$ cat config.mk
export PLATFORM = sky130hd
export DESIGN_NAME = ooo_core
export DESIGN_NICKNAME = d
export VERILOG_FILES = /design/src/design/ooo_pkg.sv /design/src/design/ooo_ifs.sv /design/src/design/alu_unit.sv /design/src/design/dispatch_stage.sv /design/src/design/map_table.sv /design/src/design/ooo_core.sv /design/src/design/regfile.sv /design/src/design/reservation_station.sv /design/src/design/rob.sv
export SDC_FILE = /design/constraint.sdc
export NUM_CORES = 2
export LEC_CHECK = 0
export ABC_AREA = 0
export ABC_CLOCK_PERIOD_IN_PS = 27100
export BUFFER_PORTS_ARGS = -buffer_cell sky130_fd_sc_hd__buf_2
export CAP_MARGIN = 20
export CORE_MARGIN = 4
export CORE_UTILIZATION = 55
export CTS_CLUSTER_SIZE = 24
export DETAILED_ROUTE_END_ITERATION = 16
export PLACE_DENSITY_LB_ADDON = 0.08
export SYNTH_ARGS = -nofsm -noshare
export SYNTH_HDL_FRONTEND = slang
export SYNTH_SLANG_ARGS = --single-unit
$ cat constraint.sdc
create_clock -name clock -period 27.1 [get_ports clock]
set_clock_uncertainty 0.2 [all_clocks]
set_input_delay 5.42 -clock clock [delete_from_list [all_inputs] [get_ports clock]]
set_output_delay 5.42 -clock clock [all_outputs]
set_load 0.05 [all_outputs]
$ cat src/design/ooo_pkg.sv
// ooo core shared definitions
// data and index widths, the vector types built on them and the ALU
// operation encoding used from dispatch through to the ALU

`default_nettype none

package ooo_pkg;

	////////////////////////////////////////////////////////////////////////////
	// widths
	////////////////////////////////////////////////////////////////////////////

	// one data word
	localparam int XLEN = 32;
	// architectural registers, x0 hardwired to zero
	localparam int NUM_REGS = 32;

	// register value
	typedef logic [XLEN-1:0] data_t;
	// architectural register index
	typedef logic [$clog2(NUM_REGS)-1:0] reg_idx_t;
	// raw immediate, sign extended at dispatch
	typedef logic [11:0] imm_t;
	// reorder buffer entry index, caps ROB_DEPTH at 16
	typedef logic [3:0] rob_tag_t;

	////////////////////////////////////////////////////////////////////////////
	// alu operations
	////////////////////////////////////////////////////////////////////////////

	// shifts use the low 5 bits of operand b
	// slt is a signed compare giving 1 or 0
	typedef enum logic [2:0] {
		ALU_ADD = 3'd0,
		ALU_SUB = 3'd1,
		ALU_AND = 3'd2,
		ALU_OR  = 3'd3,
		ALU_XOR = 3'd4,
		ALU_SLL = 3'd5,
		ALU_SRL = 3'd6,
		ALU_SLT = 3'd7
	} alu_op_t;

endpackage

`default_nettype wire

$ cat src/design/ooo_ifs.sv
// ooo core internal interfaces
// dispatch_if carries one renamed instruction to the RS and the ROB,
// commit_if carries the retiring ROB head to the regfile and map table

`timescale 1ns/10ps
`default_nettype none

interface dispatch_if;

	// dispatch strobe raised only when rs and rob both have room
	logic                valid;
	ooo_pkg::alu_op_t    op;
	ooo_pkg::reg_idx_t   rd;

	// operand a as a value or the tag it waits on
	logic                a_ready;
	ooo_pkg::rob_tag_t   a_tag;
	ooo_pkg::data_t      a_value;

	// operand b is always ready for immediates
	logic                b_ready;
	ooo_pkg::rob_tag_t   b_tag;
	ooo_pkg::data_t      b_value;

	// rob entry allocated to this instruction
	ooo_pkg::rob_tag_t   tag;

	modport stage (
		output valid, op, rd, a_ready, a_tag, a_value,
		output b_ready, b_tag, b_value, tag
	);

	modport rs (
		input valid, op, a_ready, a_tag, a_value,
		input b_ready, b_tag, b_value, tag
	);

	// rob only needs the destination and its own slot
	modport rob (
		input valid, rd, tag
	);

endinterface

interface commit_if;

	logic                valid;
	ooo_pkg::reg_idx_t   rd;
	ooo_pkg::data_t      value;
	ooo_pkg::rob_tag_t   tag;

	modport rob (
		output valid, rd, value, tag
	);

	modport regfile (
		input valid, rd, value
	);

	// map clears only when the stored tag still matches
	modport map (
		input valid, rd, tag
	);

endinterface

`default_nettype wire

$ cat src/design/alu_unit.sv
// integer ALU
// single cycle operation with a registered result, which is the
// one-cycle common data bus broadcast

`timescale 1ns/10ps
`default_nettype none

module alu_unit (
	input  logic                clock,
	input  logic                reset,
	input  logic                issue_valid,
	input  ooo_pkg::alu_op_t    issue_op,
	input  ooo_pkg::data_t      issue_a,
	input  ooo_pkg::data_t      issue_b,
	input  ooo_pkg::rob_tag_t   issue_tag,
	output logic                cdb_valid,
	output ooo_pkg::rob_tag_t   cdb_tag,
	output ooo_pkg::data_t      cdb_value
);

	ooo_pkg::data_t result;

	always_comb begin
		case (issue_op)
			ooo_pkg::ALU_ADD: result = issue_a + issue_b;
			ooo_pkg::ALU_SUB: result = issue_a - issue_b;
			ooo_pkg::ALU_AND: result = issue_a & issue_b;
			ooo_pkg::ALU_OR:  result = issue_a | issue_b;
			ooo_pkg::ALU_XOR: result = issue_a ^ issue_b;
			// shift amount from b[4:0] only
			ooo_pkg::ALU_SLL: result = issue_a << issue_b[4:0];
			ooo_pkg::ALU_SRL: result = issue_a >> issue_b[4:0];
			ooo_pkg::ALU_SLT: result = ooo_pkg::data_t'($signed(issue_a) < $signed(issue_b));
			default:          result = '0;
		endcase
	end

	// cdb stage
	always_ff @(posedge clock) begin
		if (reset) begin
			cdb_valid <= 1'b0;
		end else begin
			cdb_valid <= issue_valid;
			cdb_tag   <= issue_tag;
			cdb_value <= result;
		end
	end

endmodule

`default_nettype wire

$ cat src/design/dispatch_stage.sv
// dispatch stage
// holds one accepted instruction, then renames its operands through the
// map table, regfile, rob and cdb and dispatches it to rs and rob together

`timescale 1ns/10ps
`default_nettype none

module dispatch_stage (
	input  logic                clock,
	input  logic                reset,
	input  logic                inst_valid,
	input  ooo_pkg::alu_op_t    inst_op,
	input  ooo_pkg::reg_idx_t   inst_rd,
	input  ooo_pkg::reg_idx_t   inst_rs1,
	input  ooo_pkg::reg_idx_t   inst_rs2,
	input  logic                inst_use_imm,
	input  ooo_pkg::imm_t       inst_imm,
	output logic                inst_ready,
	dispatch_if.stage           disp,
	input  logic                rs_full,
	input  logic                rob_full,
	input  ooo_pkg::rob_tag_t   alloc_tag,
	input  logic                map_busy_a,
	input  ooo_pkg::rob_tag_t   map_tag_a,
	input  logic                map_busy_b,
	input  ooo_pkg::rob_tag_t   map_tag_b,
	output ooo_pkg::reg_idx_t   map_rs1,
	output ooo_pkg::reg_idx_t   map_rs2,
	input  ooo_pkg::data_t      rf_value_a,
	input  ooo_pkg::data_t      rf_value_b,
	input  logic                rob_ready_a,
	input  ooo_pkg::data_t      rob_value_a,
	input  logic                rob_ready_b,
	input  ooo_pkg::data_t      rob_value_b,
	input  logic                cdb_valid,
	input  ooo_pkg::rob_tag_t   cdb_tag,
	input  ooo_pkg::data_t      cdb_value
);

	localparam int IMM_W = $bits(ooo_pkg::imm_t);

	// held instruction, payload has no reset
	logic                held_valid;
	ooo_pkg::alu_op_t    held_op;
	ooo_pkg::reg_idx_t   held_rd;
	ooo_pkg::reg_idx_t   held_rs1;
	ooo_pkg::reg_idx_t   held_rs2;
	logic                held_use_imm;
	ooo_pkg::data_t      held_imm;

	logic                do_dispatch;
	// {ready, value} per operand
	logic [ooo_pkg::XLEN:0] res_a;
	logic [ooo_pkg::XLEN:0] res_b;

	// regfile if unmapped, then a finished rob entry, then this cycle's cdb
	function automatic logic [ooo_pkg::XLEN:0] resolve(
		input logic busy, input ooo_pkg::rob_tag_t tag, input ooo_pkg::data_t rf_value,
		input logic rob_ready, input ooo_pkg::data_t rob_value,
		input logic bus_valid, input ooo_pkg::rob_tag_t bus_tag,
		input ooo_pkg::data_t bus_value);
		if (!busy)
			return {1'b1, rf_value};
		if (rob_ready)
			return {1'b1, rob_value};
		if (bus_valid && bus_tag == tag)
			return {1'b1, bus_value};
		return {1'b0, rf_value};
	endfunction

	assign do_dispatch = held_valid && !rs_full && !rob_full;
	// empty now or emptying this cycle
	assign inst_ready = !held_valid || do_dispatch;

	always_ff @(posedge clock) begin
		if (reset) begin
			held_valid <= 1'b0;
		end else if (inst_valid && inst_ready) begin
			held_valid   <= 1'b1;
			held_op      <= inst_op;
			held_rd      <= inst_rd;
			held_rs1     <= inst_rs1;
			held_rs2     <= inst_rs2;
			held_use_imm <= inst_use_imm;
			held_imm     <= {{(ooo_pkg::XLEN-IMM_W){inst_imm[IMM_W-1]}}, inst_imm};
		end else if (do_dispatch) begin
			held_valid <= 1'b0;
		end
	end

	////////////////////////////////////////////////////////////////////////////
	// rename and allocate
	////////////////////////////////////////////////////////////////////////////

	assign map_rs1 = held_rs1;
	assign map_rs2 = held_rs2;

	assign res_a = resolve(map_busy_a, map_tag_a, rf_value_a, rob_ready_a, rob_value_a,
		cdb_valid, cdb_tag, cdb_value);
	assign res_b = resolve(map_busy_b, map_tag_b, rf_value_b, rob_ready_b, rob_value_b,
		cdb_valid, cdb_tag, cdb_value);

	assign disp.valid   = do_dispatch;
	assign disp.op      = held_op;
	assign disp.rd      = held_rd;
	assign disp.tag     = alloc_tag;
	assign disp.a_ready = res_a[ooo_pkg::XLEN];
	assign disp.a_tag   = map_tag_a;
	assign disp.a_value = res_a[ooo_pkg::XLEN-1:0];
	// immediate b never waits
	assign disp.b_ready = held_use_imm || res_b[ooo_pkg::XLEN];
	assign disp.b_tag   = map_tag_b;
	assign disp.b_value = held_use_imm ? held_imm : res_b[ooo_pkg::XLEN-1:0];

endmodule

`default_nettype wire

$ cat src/design/map_table.sv
// register map table
// per architectural register busy bit and producing rob tag, set at
// dispatch and cleared when the matching rob entry commits

`timescale 1ns/10ps
`default_nettype none

module map_table (
	input  logic                clock,
	input  logic                reset,
	input  logic                set_en,
	input  ooo_pkg::reg_idx_t   set_rd,
	input  ooo_pkg::rob_tag_t   set_tag,
	commit_if.map               cm,
	input  ooo_pkg::reg_idx_t   rs1,
	input  ooo_pkg::reg_idx_t   rs2,
	output logic                busy_a,
	output ooo_pkg::rob_tag_t   tag_a,
	output logic                busy_b,
	output ooo_pkg::rob_tag_t   tag_b
);

	logic [ooo_pkg::NUM_REGS-1:0] busy;
	ooo_pkg::rob_tag_t            tags [ooo_pkg::NUM_REGS];

	always_ff @(posedge clock) begin
		if (reset) begin
			busy <= '0;
		end else begin
			// only the newest writer may clear the entry
			if (cm.valid && busy[cm.rd] && tags[cm.rd] == cm.tag)
				busy[cm.rd] <= 1'b0;
			// later assignment, so a rename beats a clear
			if (set_en && set_rd != '0) begin
				busy[set_rd] <= 1'b1;
				tags[set_rd] <= set_tag;
			end
		end
	end

	assign busy_a = busy[rs1];
	assign tag_a  = tags[rs1];
	assign busy_b = busy[rs2];
	assign tag_b  = tags[rs2];

endmodule

`default_nettype wire

$ cat src/design/ooo_core.sv
// ooo core top
// tomasulo style integer core: dispatch register and rename, one
// reservation station, one ALU on a single CDB, in-order commit from
// the ROB into the architectural register file

`timescale 1ns/10ps
`default_nettype none

module ooo_core #(
	parameter int ROB_DEPTH = 8,
	parameter int RS_DEPTH  = 4
) (
	input  logic                clock,
	input  logic                reset,
	input  logic                inst_valid,
	input  ooo_pkg::alu_op_t    inst_op,
	input  ooo_pkg::reg_idx_t   inst_rd,
	input  ooo_pkg::reg_idx_t   inst_rs1,
	input  ooo_pkg::reg_idx_t   inst_rs2,
	input  logic                inst_use_imm,
	input  ooo_pkg::imm_t       inst_imm,
	output logic                inst_ready,
	output logic                commit_valid,
	output ooo_pkg::reg_idx_t   commit_rd,
	output ooo_pkg::data_t      commit_value
);

	dispatch_if disp ();
	commit_if   cm ();

	// back-pressure
	logic                rs_full;
	logic                rob_full;
	ooo_pkg::rob_tag_t   alloc_tag;

	// operand lookup paths
	ooo_pkg::reg_idx_t   map_rs1;
	ooo_pkg::reg_idx_t   map_rs2;
	logic                map_busy_a;
	logic                map_busy_b;
	ooo_pkg::rob_tag_t   map_tag_a;
	ooo_pkg::rob_tag_t   map_tag_b;
	ooo_pkg::data_t      rf_value_a;
	ooo_pkg::data_t      rf_value_b;
	logic                rob_ready_a;
	logic                rob_ready_b;
	ooo_pkg::data_t      rob_value_a;
	ooo_pkg::data_t      rob_value_b;

	// issue and cdb
	logic                issue_valid;
	ooo_pkg::alu_op_t    issue_op;
	ooo_pkg::data_t      issue_a;
	ooo_pkg::data_t      issue_b;
	ooo_pkg::rob_tag_t   issue_tag;
	logic                cdb_valid;
	ooo_pkg::rob_tag_t   cdb_tag;
	ooo_pkg::data_t      cdb_value;

	dispatch_stage i_dispatch (
		.clock(clock), .reset(reset),
		.inst_valid(inst_valid), .inst_op(inst_op), .inst_rd(inst_rd),
		.inst_rs1(inst_rs1), .inst_rs2(inst_rs2),
		.inst_use_imm(inst_use_imm), .inst_imm(inst_imm),
		.inst_ready(inst_ready),
		.disp(disp.stage),
		.rs_full(rs_full), .rob_full(rob_full), .alloc_tag(alloc_tag),
		.map_busy_a(map_busy_a), .map_tag_a(map_tag_a),
		.map_busy_b(map_busy_b), .map_tag_b(map_tag_b),
		.map_rs1(map_rs1), .map_rs2(map_rs2),
		.rf_value_a(rf_value_a), .rf_value_b(rf_value_b),
		.rob_ready_a(rob_ready_a), .rob_value_a(rob_value_a),
		.rob_ready_b(rob_ready_b), .rob_value_b(rob_value_b),
		.cdb_valid(cdb_valid), .cdb_tag(cdb_tag), .cdb_value(cdb_value)
	);

	// rename state follows the dispatch strobe
	map_table i_map (
		.clock(clock), .reset(reset),
		.set_en(disp.valid), .set_rd(disp.rd), .set_tag(disp.tag),
		.cm(cm.map),
		.rs1(map_rs1), .rs2(map_rs2),
		.busy_a(map_busy_a), .tag_a(map_tag_a),
		.busy_b(map_busy_b), .tag_b(map_tag_b)
	);

	regfile i_regfile (
		.clock(clock), .reset(reset),
		.cm(cm.regfile),
		.rd_idx_a(map_rs1), .rd_idx_b(map_rs2),
		.rd_data_a(rf_value_a), .rd_data_b(rf_value_b)
	);

	reservation_station #(.RS_DEPTH(RS_DEPTH)) i_rs (
		.clock(clock), .reset(reset),
		.disp(disp.rs), .rs_full(rs_full),
		.cdb_valid(cdb_valid), .cdb_tag(cdb_tag), .cdb_value(cdb_value),
		.issue_valid(issue_valid), .issue_op(issue_op),
		.issue_a(issue_a), .issue_b(issue_b), .issue_tag(issue_tag)
	);

	alu_unit i_alu (
		.clock(clock), .reset(reset),
		.issue_valid(issue_valid), .issue_op(issue_op),
		.issue_a(issue_a), .issue_b(issue_b), .issue_tag(issue_tag),
		.cdb_valid(cdb_valid), .cdb_tag(cdb_tag), .cdb_value(cdb_value)
	);

	// rob read ports are addressed by the map table tags
	rob #(.ROB_DEPTH(ROB_DEPTH)) i_rob (
		.clock(clock), .reset(reset),
		.disp(disp.rob), .rob_full(rob_full), .alloc_tag(alloc_tag),
		.cdb_valid(cdb_valid), .cdb_tag(cdb_tag), .cdb_value(cdb_value),
		.read_tag_a(map_tag_a), .read_tag_b(map_tag_b),
		.read_ready_a(rob_ready_a), .read_value_a(rob_value_a),
		.read_ready_b(rob_ready_b), .read_value_b(rob_value_b),
		.cm(cm.rob),
		.commit_valid(commit_valid), .commit_rd(commit_rd),
		.commit_value(commit_value)
	);

endmodule

`default_nettype wire

$ cat src/design/regfile.sv
// architectural register file
// two combinational read ports and one write port from rob commit,
// x0 is never written so it always reads zero

`timescale 1ns/10ps
`default_nettype none

module regfile (
	input  logic                clock,
	input  logic                reset,
	commit_if.regfile           cm,
	input  ooo_pkg::reg_idx_t   rd_idx_a,
	input  ooo_pkg::reg_idx_t   rd_idx_b,
	output ooo_pkg::data_t      rd_data_a,
	output ooo_pkg::data_t      rd_data_b
);

	ooo_pkg::data_t regs [ooo_pkg::NUM_REGS];

	always_ff @(posedge clock) begin
		if (reset) begin
			for (int i = 0; i < ooo_pkg::NUM_REGS; i++)
				regs[i] <= '0;
		end else if (cm.valid && cm.rd != '0) begin
			regs[cm.rd] <= cm.value;
		end
	end

	// committing values reach dispatch through the rob read port instead
	assign rd_data_a = regs[rd_idx_a];
	assign rd_data_b = regs[rd_idx_b];

endmodule

`default_nettype wire

$ cat src/design/reservation_station.sv
// reservation station
// RS_DEPTH entries waiting on operands, woken by cdb tag match;
// each cycle the oldest entry with both operands ready goes to the ALU

`timescale 1ns/10ps
`default_nettype none

module reservation_station #(
	parameter int RS_DEPTH = 4
) (
	input  logic                clock,
	input  logic                reset,
	dispatch_if.rs              disp,
	output logic                rs_full,
	input  logic                cdb_valid,
	input  ooo_pkg::rob_tag_t   cdb_tag,
	input  ooo_pkg::data_t      cdb_value,
	output logic                issue_valid,
	output ooo_pkg::alu_op_t    issue_op,
	output ooo_pkg::data_t      issue_a,
	output ooo_pkg::data_t      issue_b,
	output ooo_pkg::rob_tag_t   issue_tag
);

	// age is the count of younger entries, so it stays below RS_DEPTH
	typedef logic [$clog2(RS_DEPTH)-1:0] slot_t;
	typedef logic [$clog2(RS_DEPTH)-1:0] age_t;

	logic [RS_DEPTH-1:0]  used;
	logic [RS_DEPTH-1:0]  a_rdy;
	logic [RS_DEPTH-1:0]  b_rdy;
	ooo_pkg::alu_op_t     op_q   [RS_DEPTH];
	ooo_pkg::rob_tag_t    a_tag  [RS_DEPTH];
	ooo_pkg::rob_tag_t    b_tag  [RS_DEPTH];
	ooo_pkg::data_t       a_val  [RS_DEPTH];
	ooo_pkg::data_t       b_val  [RS_DEPTH];
	ooo_pkg::rob_tag_t    tag_q  [RS_DEPTH];
	age_t                 age_q  [RS_DEPTH];

	slot_t                issue_slot;
	slot_t                free_slot;

	////////////////////////////////////////////////////////////////////////////
	// select
	////////////////////////////////////////////////////////////////////////////

	// oldest ready wins
	always_comb begin
		issue_valid = 1'b0;
		issue_slot  = '0;
		for (int i = 0; i < RS_DEPTH; i++) begin
			if (used[i] && a_rdy[i] && b_rdy[i] &&
			    (!issue_valid || age_q[i] > age_q[issue_slot])) begin
				issue_valid = 1'b1;
				issue_slot  = slot_t'(i);
			end
		end
	end

	// lowest free slot
	always_comb begin
		free_slot = '0;
		for (int i = RS_DEPTH - 1; i >= 0; i--) begin
			if (!used[i])
				free_slot = slot_t'(i);
		end
	end

	assign rs_full   = &used;
	assign issue_op  = op_q[issue_slot];
	assign issue_a   = a_val[issue_slot];
	assign issue_b   = b_val[issue_slot];
	assign issue_tag = tag_q[issue_slot];

	////////////////////////////////////////////////////////////////////////////
	// entry update
	////////////////////////////////////////////////////////////////////////////

	always_ff @(posedge clock) begin
		if (reset) begin
			used <= '0;
		end else begin
			for (int i = 0; i < RS_DEPTH; i++) begin
				// cdb wakeup
				if (used[i] && cdb_valid && !a_rdy[i] && a_tag[i] == cdb_tag) begin
					a_rdy[i] <= 1'b1;
					a_val[i] <= cdb_value;
				end
				if (used[i] && cdb_valid && !b_rdy[i] && b_tag[i] == cdb_tag) begin
					b_rdy[i] <= 1'b1;
					b_val[i] <= cdb_value;
				end
				// older entries lose one younger on issue, all gain one on insert
				if (used[i])
					age_q[i] <= age_q[i] + age_t'(disp.valid) -
						age_t'(issue_valid && age_q[i] > age_q[issue_slot]);
			end
			if (issue_valid)
				used[issue_slot] <= 1'b0;
			// operands already bypassed against this cycle's cdb
			if (disp.valid) begin
				used[free_slot]  <= 1'b1;
				op_q[free_slot]  <= disp.op;
				a_rdy[free_slot] <= disp.a_ready;
				a_tag[free_slot] <= disp.a_tag;
				a_val[free_slot] <= disp.a_value;
				b_rdy[free_slot] <= disp.b_ready;
				b_tag[free_slot] <= disp.b_tag;
				b_val[free_slot] <= disp.b_value;
				tag_q[free_slot] <= disp.tag;
				age_q[free_slot] <= '0;
			end
		end
	end

endmodule

`default_nettype wire

$ cat src/design/rob.sv
// reorder buffer
// circular buffer allocated at the tail on dispatch, completed from the
// cdb, retired in order from the head; also serves dispatch operand reads

`timescale 1ns/10ps
`default_nettype none

module rob #(
	parameter int ROB_DEPTH = 8
) (
	input  logic                clock,
	input  logic                reset,
	dispatch_if.rob             disp,
	output logic                rob_full,
	output ooo_pkg::rob_tag_t   alloc_tag,
	input  logic                cdb_valid,
	input  ooo_pkg::rob_tag_t   cdb_tag,
	input  ooo_pkg::data_t      cdb_value,
	input  ooo_pkg::rob_tag_t   read_tag_a,
	input  ooo_pkg::rob_tag_t   read_tag_b,
	output logic                read_ready_a,
	output ooo_pkg::data_t      read_value_a,
	output logic                read_ready_b,
	output ooo_pkg::data_t      read_value_b,
	commit_if.rob               cm,
	output logic                commit_valid,
	output ooo_pkg::reg_idx_t   commit_rd,
	output ooo_pkg::data_t      commit_value
);

	// power of two depth, pointers wrap on their own
	localparam int PTR_W = $clog2(ROB_DEPTH);
	typedef logic [PTR_W-1:0]                 ptr_t;
	typedef logic [$clog2(ROB_DEPTH+1)-1:0]   cnt_t;

	ptr_t                 head;
	ptr_t                 tail;
	cnt_t                 count;
	logic [ROB_DEPTH-1:0] done;
	ooo_pkg::reg_idx_t    rd_q    [ROB_DEPTH];
	ooo_pkg::data_t       value_q [ROB_DEPTH];

	logic                 head_done;

	assign rob_full  = (count == cnt_t'(ROB_DEPTH));
	assign alloc_tag = ooo_pkg::rob_tag_t'(tail);
	assign head_done = (count != '0) && done[head];

	// operand reads, only asked for live tags from the map table
	assign read_ready_a = done[read_tag_a[PTR_W-1:0]];
	assign read_value_a = value_q[read_tag_a[PTR_W-1:0]];
	assign read_ready_b = done[read_tag_b[PTR_W-1:0]];
	assign read_value_b = value_q[read_tag_b[PTR_W-1:0]];

	////////////////////////////////////////////////////////////////////////////
	// commit
	////////////////////////////////////////////////////////////////////////////

	assign cm.valid = head_done;
	assign cm.rd    = rd_q[head];
	assign cm.value = value_q[head];
	assign cm.tag   = ooo_pkg::rob_tag_t'(head);

	assign commit_valid = head_done;
	assign commit_rd    = rd_q[head];
	assign commit_value = value_q[head];

	always_ff @(posedge clock) begin
		if (reset) begin
			head  <= '0;
			tail  <= '0;
			count <= '0;
			done  <= '0;
		end else begin
			// disp.tag is the tail handed out this cycle
			if (disp.valid) begin
				tail                         <= tail + 1'b1;
				done[disp.tag[PTR_W-1:0]]    <= 1'b0;
				rd_q[disp.tag[PTR_W-1:0]]    <= disp.rd;
			end
			// completion lands on the broadcast edge
			if (cdb_valid) begin
				done[cdb_tag[PTR_W-1:0]]    <= 1'b1;
				value_q[cdb_tag[PTR_W-1:0]] <= cdb_value;
			end
			if (head_done)
				head <= head + 1'b1;
			count <= count + cnt_t'(disp.valid) - cnt_t'(head_done);
		end
	end

endmodule

`default_nettype wire

==> impl_metrics.csv <==
group,metric,value,unit
setup_path,cp-end-kind,"register",
setup_path,cp_max_fo,46,
final_layout,fillers,14300,
setup_path,critPathKind,"register to register",
grt,grt_pass1_vias,71600,
clock_tree,post_cts_resized,0,
synthesis,synth_top_area_share,52.3,%
clock_tree,cts.sinks,1871,
synthesis,synthTopCellsByArea,"edfxtp_1, mux4_2, nor2_1, mux2i_1, nand2_1",
clock_tree,cts_buffers,202,
routing,drc,0,
routing,initialDrtViolationCount,11300,
clock_tree,post_cts_buffers,0,
timing,period_share,37.4,%
synthesis,synth_ff_type,"edfxtp_1",
clock_tree,cts_tree,"done",
synthesis,synth_xor_area_share,0.561,%
synthesis,synth-compound-area-share,7.96,%
synthesis,yosysTopAreaCell,"edfxtp_1",
final_layout,final_cell_mix,"edfxtp_1, nor2_1, mux4_2, nand2_1, mux2i_1",
clock_tree,cts_max_level,4,
routing,drt_wl_total,359000,um
floorplanning,die_area,194000,um2
floorplanning,die_y,441,um
floorplanning,fp.dieW,441,um
synthesis,synth_top_family_by_area,"multiplexers",
synthesis,synth_edf_count,1794,
floorplanning,ios,73,
setup_path,rr_worst_depth,34,
setup_path,cp_data_required_time,27.48,ns
final_layout,final_common_cell,"edfxtp_1",
grt,grt_pass1_wl,515000,um
grt,grt_start_max_net_pins,136,
placed_design,dp_hpwl,235000,um
floorplanning,core_area,186000,um2
routing,antenna_left,0,
setup_path,cp.arrival,10.52,ns
synthesis,syn_area_per_cell,12.8,um2
timing,slew_headroom,20.6,%
outcome,status,"finished, final reports clean",
hold_path,hold_depth,2,
setup_path,slowest_delay,0.78,ns
hold_path,hold_class,"register to register",
grt,grt-ovfl-total,0,
floorplanning,start_util,55.5,%
timing,fin_setup_tns,0,ns
power,power_density,69.1,nW/um2
final_layout,synthToLayoutAreaGrowth,9.61,%
power,ir_drop,0.0572,mV
synthesis,yosysSeqAreaShare,53.8,%
synthesis,yosys.area_share.simple,10.9,%
floorplanning,num_rows,158,
setup_path,critPathTopFamily,"compound AO/OA/AOI/OAI gates",
synthesis,synthMuxAreaShare,21.6,%
synthesis,synth.distinct_cells,103,
clock_tree,path_clk_slew,0.06,ns
final_layout,drive_gt1_share,20.6,%
job,drv_cap,0,
grt,antenna_found_initial,16,
power,power_leakage,40.4,nW
timing,clock.fmax,98.6,MHz
synthesis,syn_area,103000,um2
placed_design,dp_slack,17.09,ns
routing,routed_via_density,7.05,
routing,vias,74200,
synthesis,synth-async-reset-ratio,0,%
timing,setup_ws,16.96,ns
routing,wl_per_cell,34.1,um
synthesis,postSynthCellCount,8077,
timing,hold_viol,0,
setup_path,setup.worst_path.start_class,"register",
timing,hold_ws,0.305,ns
timing,period_minus_slack,10.14,ns
routing,dr.pass1.iters,7,
timing,report.final.slew_viol_count,0,
grt,grtUsageTotal,36.8,%
setup_path,cp.buffers_inverters,4,
synthesis,ys_warn_count,0,
synthesis,synth_fa_ha_area_share,1.60,%
timing,rsz0062_at_grt,"no",
clock_tree,root_buffer,"clkbuf_16",
placed_design,gp_congestion,1.02,
synthesis,synth_seq_cells,1871,
setup_path,slowest_stage,"nand2_1",
setup_path,path_depth,34,
clock_tree,clock_path_buffers,3,
clock_tree,holdBufCountCts,0,
power,total_power,7.80,mW
clock_tree,insertion_delay,0.88,ns
final_layout,layout.nets,8028,
placed_design,io_buffers,72,
timing,worst_slew_pin_slew,1.19,ns
timing,finalSetupViolCount,0,
-- cells by family (layout without fill, tap and decap cells) --
logic type,count (synthesis),after routing
flip-flops,1871,1871
AO/OA/AOI/OAI,1199,1199
AND/OR/NAND/NOR,2695,2695
multiplexers,1212,1212
other,1,40
XOR/XNOR,66,66
buffers and inverters,903,836
adder cells (fa/ha/maj),130,130
-- layout make-up --
type	instances	area, um2	share of cell area, %
sequential	1871	55500	49.1
multi-input combinational	5337	44800	39.7
clock buffer	238	5260	4.66
tap	2480	3100	2.75
timing repair buffer	276	2110	1.87
clock inverter	146	1500	1.33
inverter	176	671	0.594
antenna	5	12.5	0.0111
-- flip-flops by register name, indices dropped and copies added, names as in the netlist, 32 cells and up, named ones only --
register         flops
i_map.busy          32
i_rs.a_val         128
i_map.tags          96
i_rob.rd_q          40
i_rs.b_val         128
i_alu.cdb_value     32
i_regfile.regs    1024
i_rob.value_q      256
-- per-layer routing --
| layer | wire, um | GRT usage, % |
|---|---|---|
| met1 | 131000 | 50.2 |
| met2 | 165000 | 57.0 |
| met3 | 43700 | 8.76 |
| met4 | 18200 | 15.6 |
| met5 | 27 | 0 |
-- report_power, final --
part	internal, mW	leakage, nW	switching [mW]
Sequential	3.30	18.2	0.106
Clock	1.62	3.29	1.23
Combinational	0.567	18.9	0.984
-- path summary, 6_finish.rpt --
kind / start / slack (ns) / endpoint
setup / recovery: i_rs.age_q[0][1]$_SDFFE_PP0P_ / 16.96 / i_alu.cdb_value[26]$_DFFE_PN_
hold reg to reg: i_map.busy[0]$_SDFF_PP0_ / 0.30 / i_map.busy[0]$_SDFF_PP0_
hold / removal: i_map.busy[0]$_SDFF_PP0_ / 0.30 / i_map.busy[0]$_SDFF_PP0_
setup reg to reg: i_rs.age_q[0][1]$_SDFFE_PP0P_ / 16.96 / i_alu.cdb_value[26]$_DFFE_PN_
-- synthesized netlist by cell type, types with 82 or more instances --
cell type,instances
edfxtp_1,1794
mux2i_1,382
a31oi_1,160
nand3_1,246
buf_1,82
nand2_1,780
o21ai_0,147
a21oi_1,190
nor2_1,1354
mux4_2,803
ha_1,127
inv_1,162
clkbuf_1,526
o22ai_1,124
-- stage by stage --
stage	area [um2]	utilization, %	instances
after global placement	106000	57.0	10100
after global routing	113000	60.8	10500
after detailed placement	106000	57.1	10100
after floorplan	103000	-	8111
final	113000	60.8	10500
after CTS	113000	60.8	10500
-- worst min-delay path: cells and delay by family (launching register included) --
kind / cells / cell delay, ns
flops: 1 / 0.34
simple gates: 1 / 0.08
compound gates: 1 / 0.04
(Power assumes the default switching activity.)
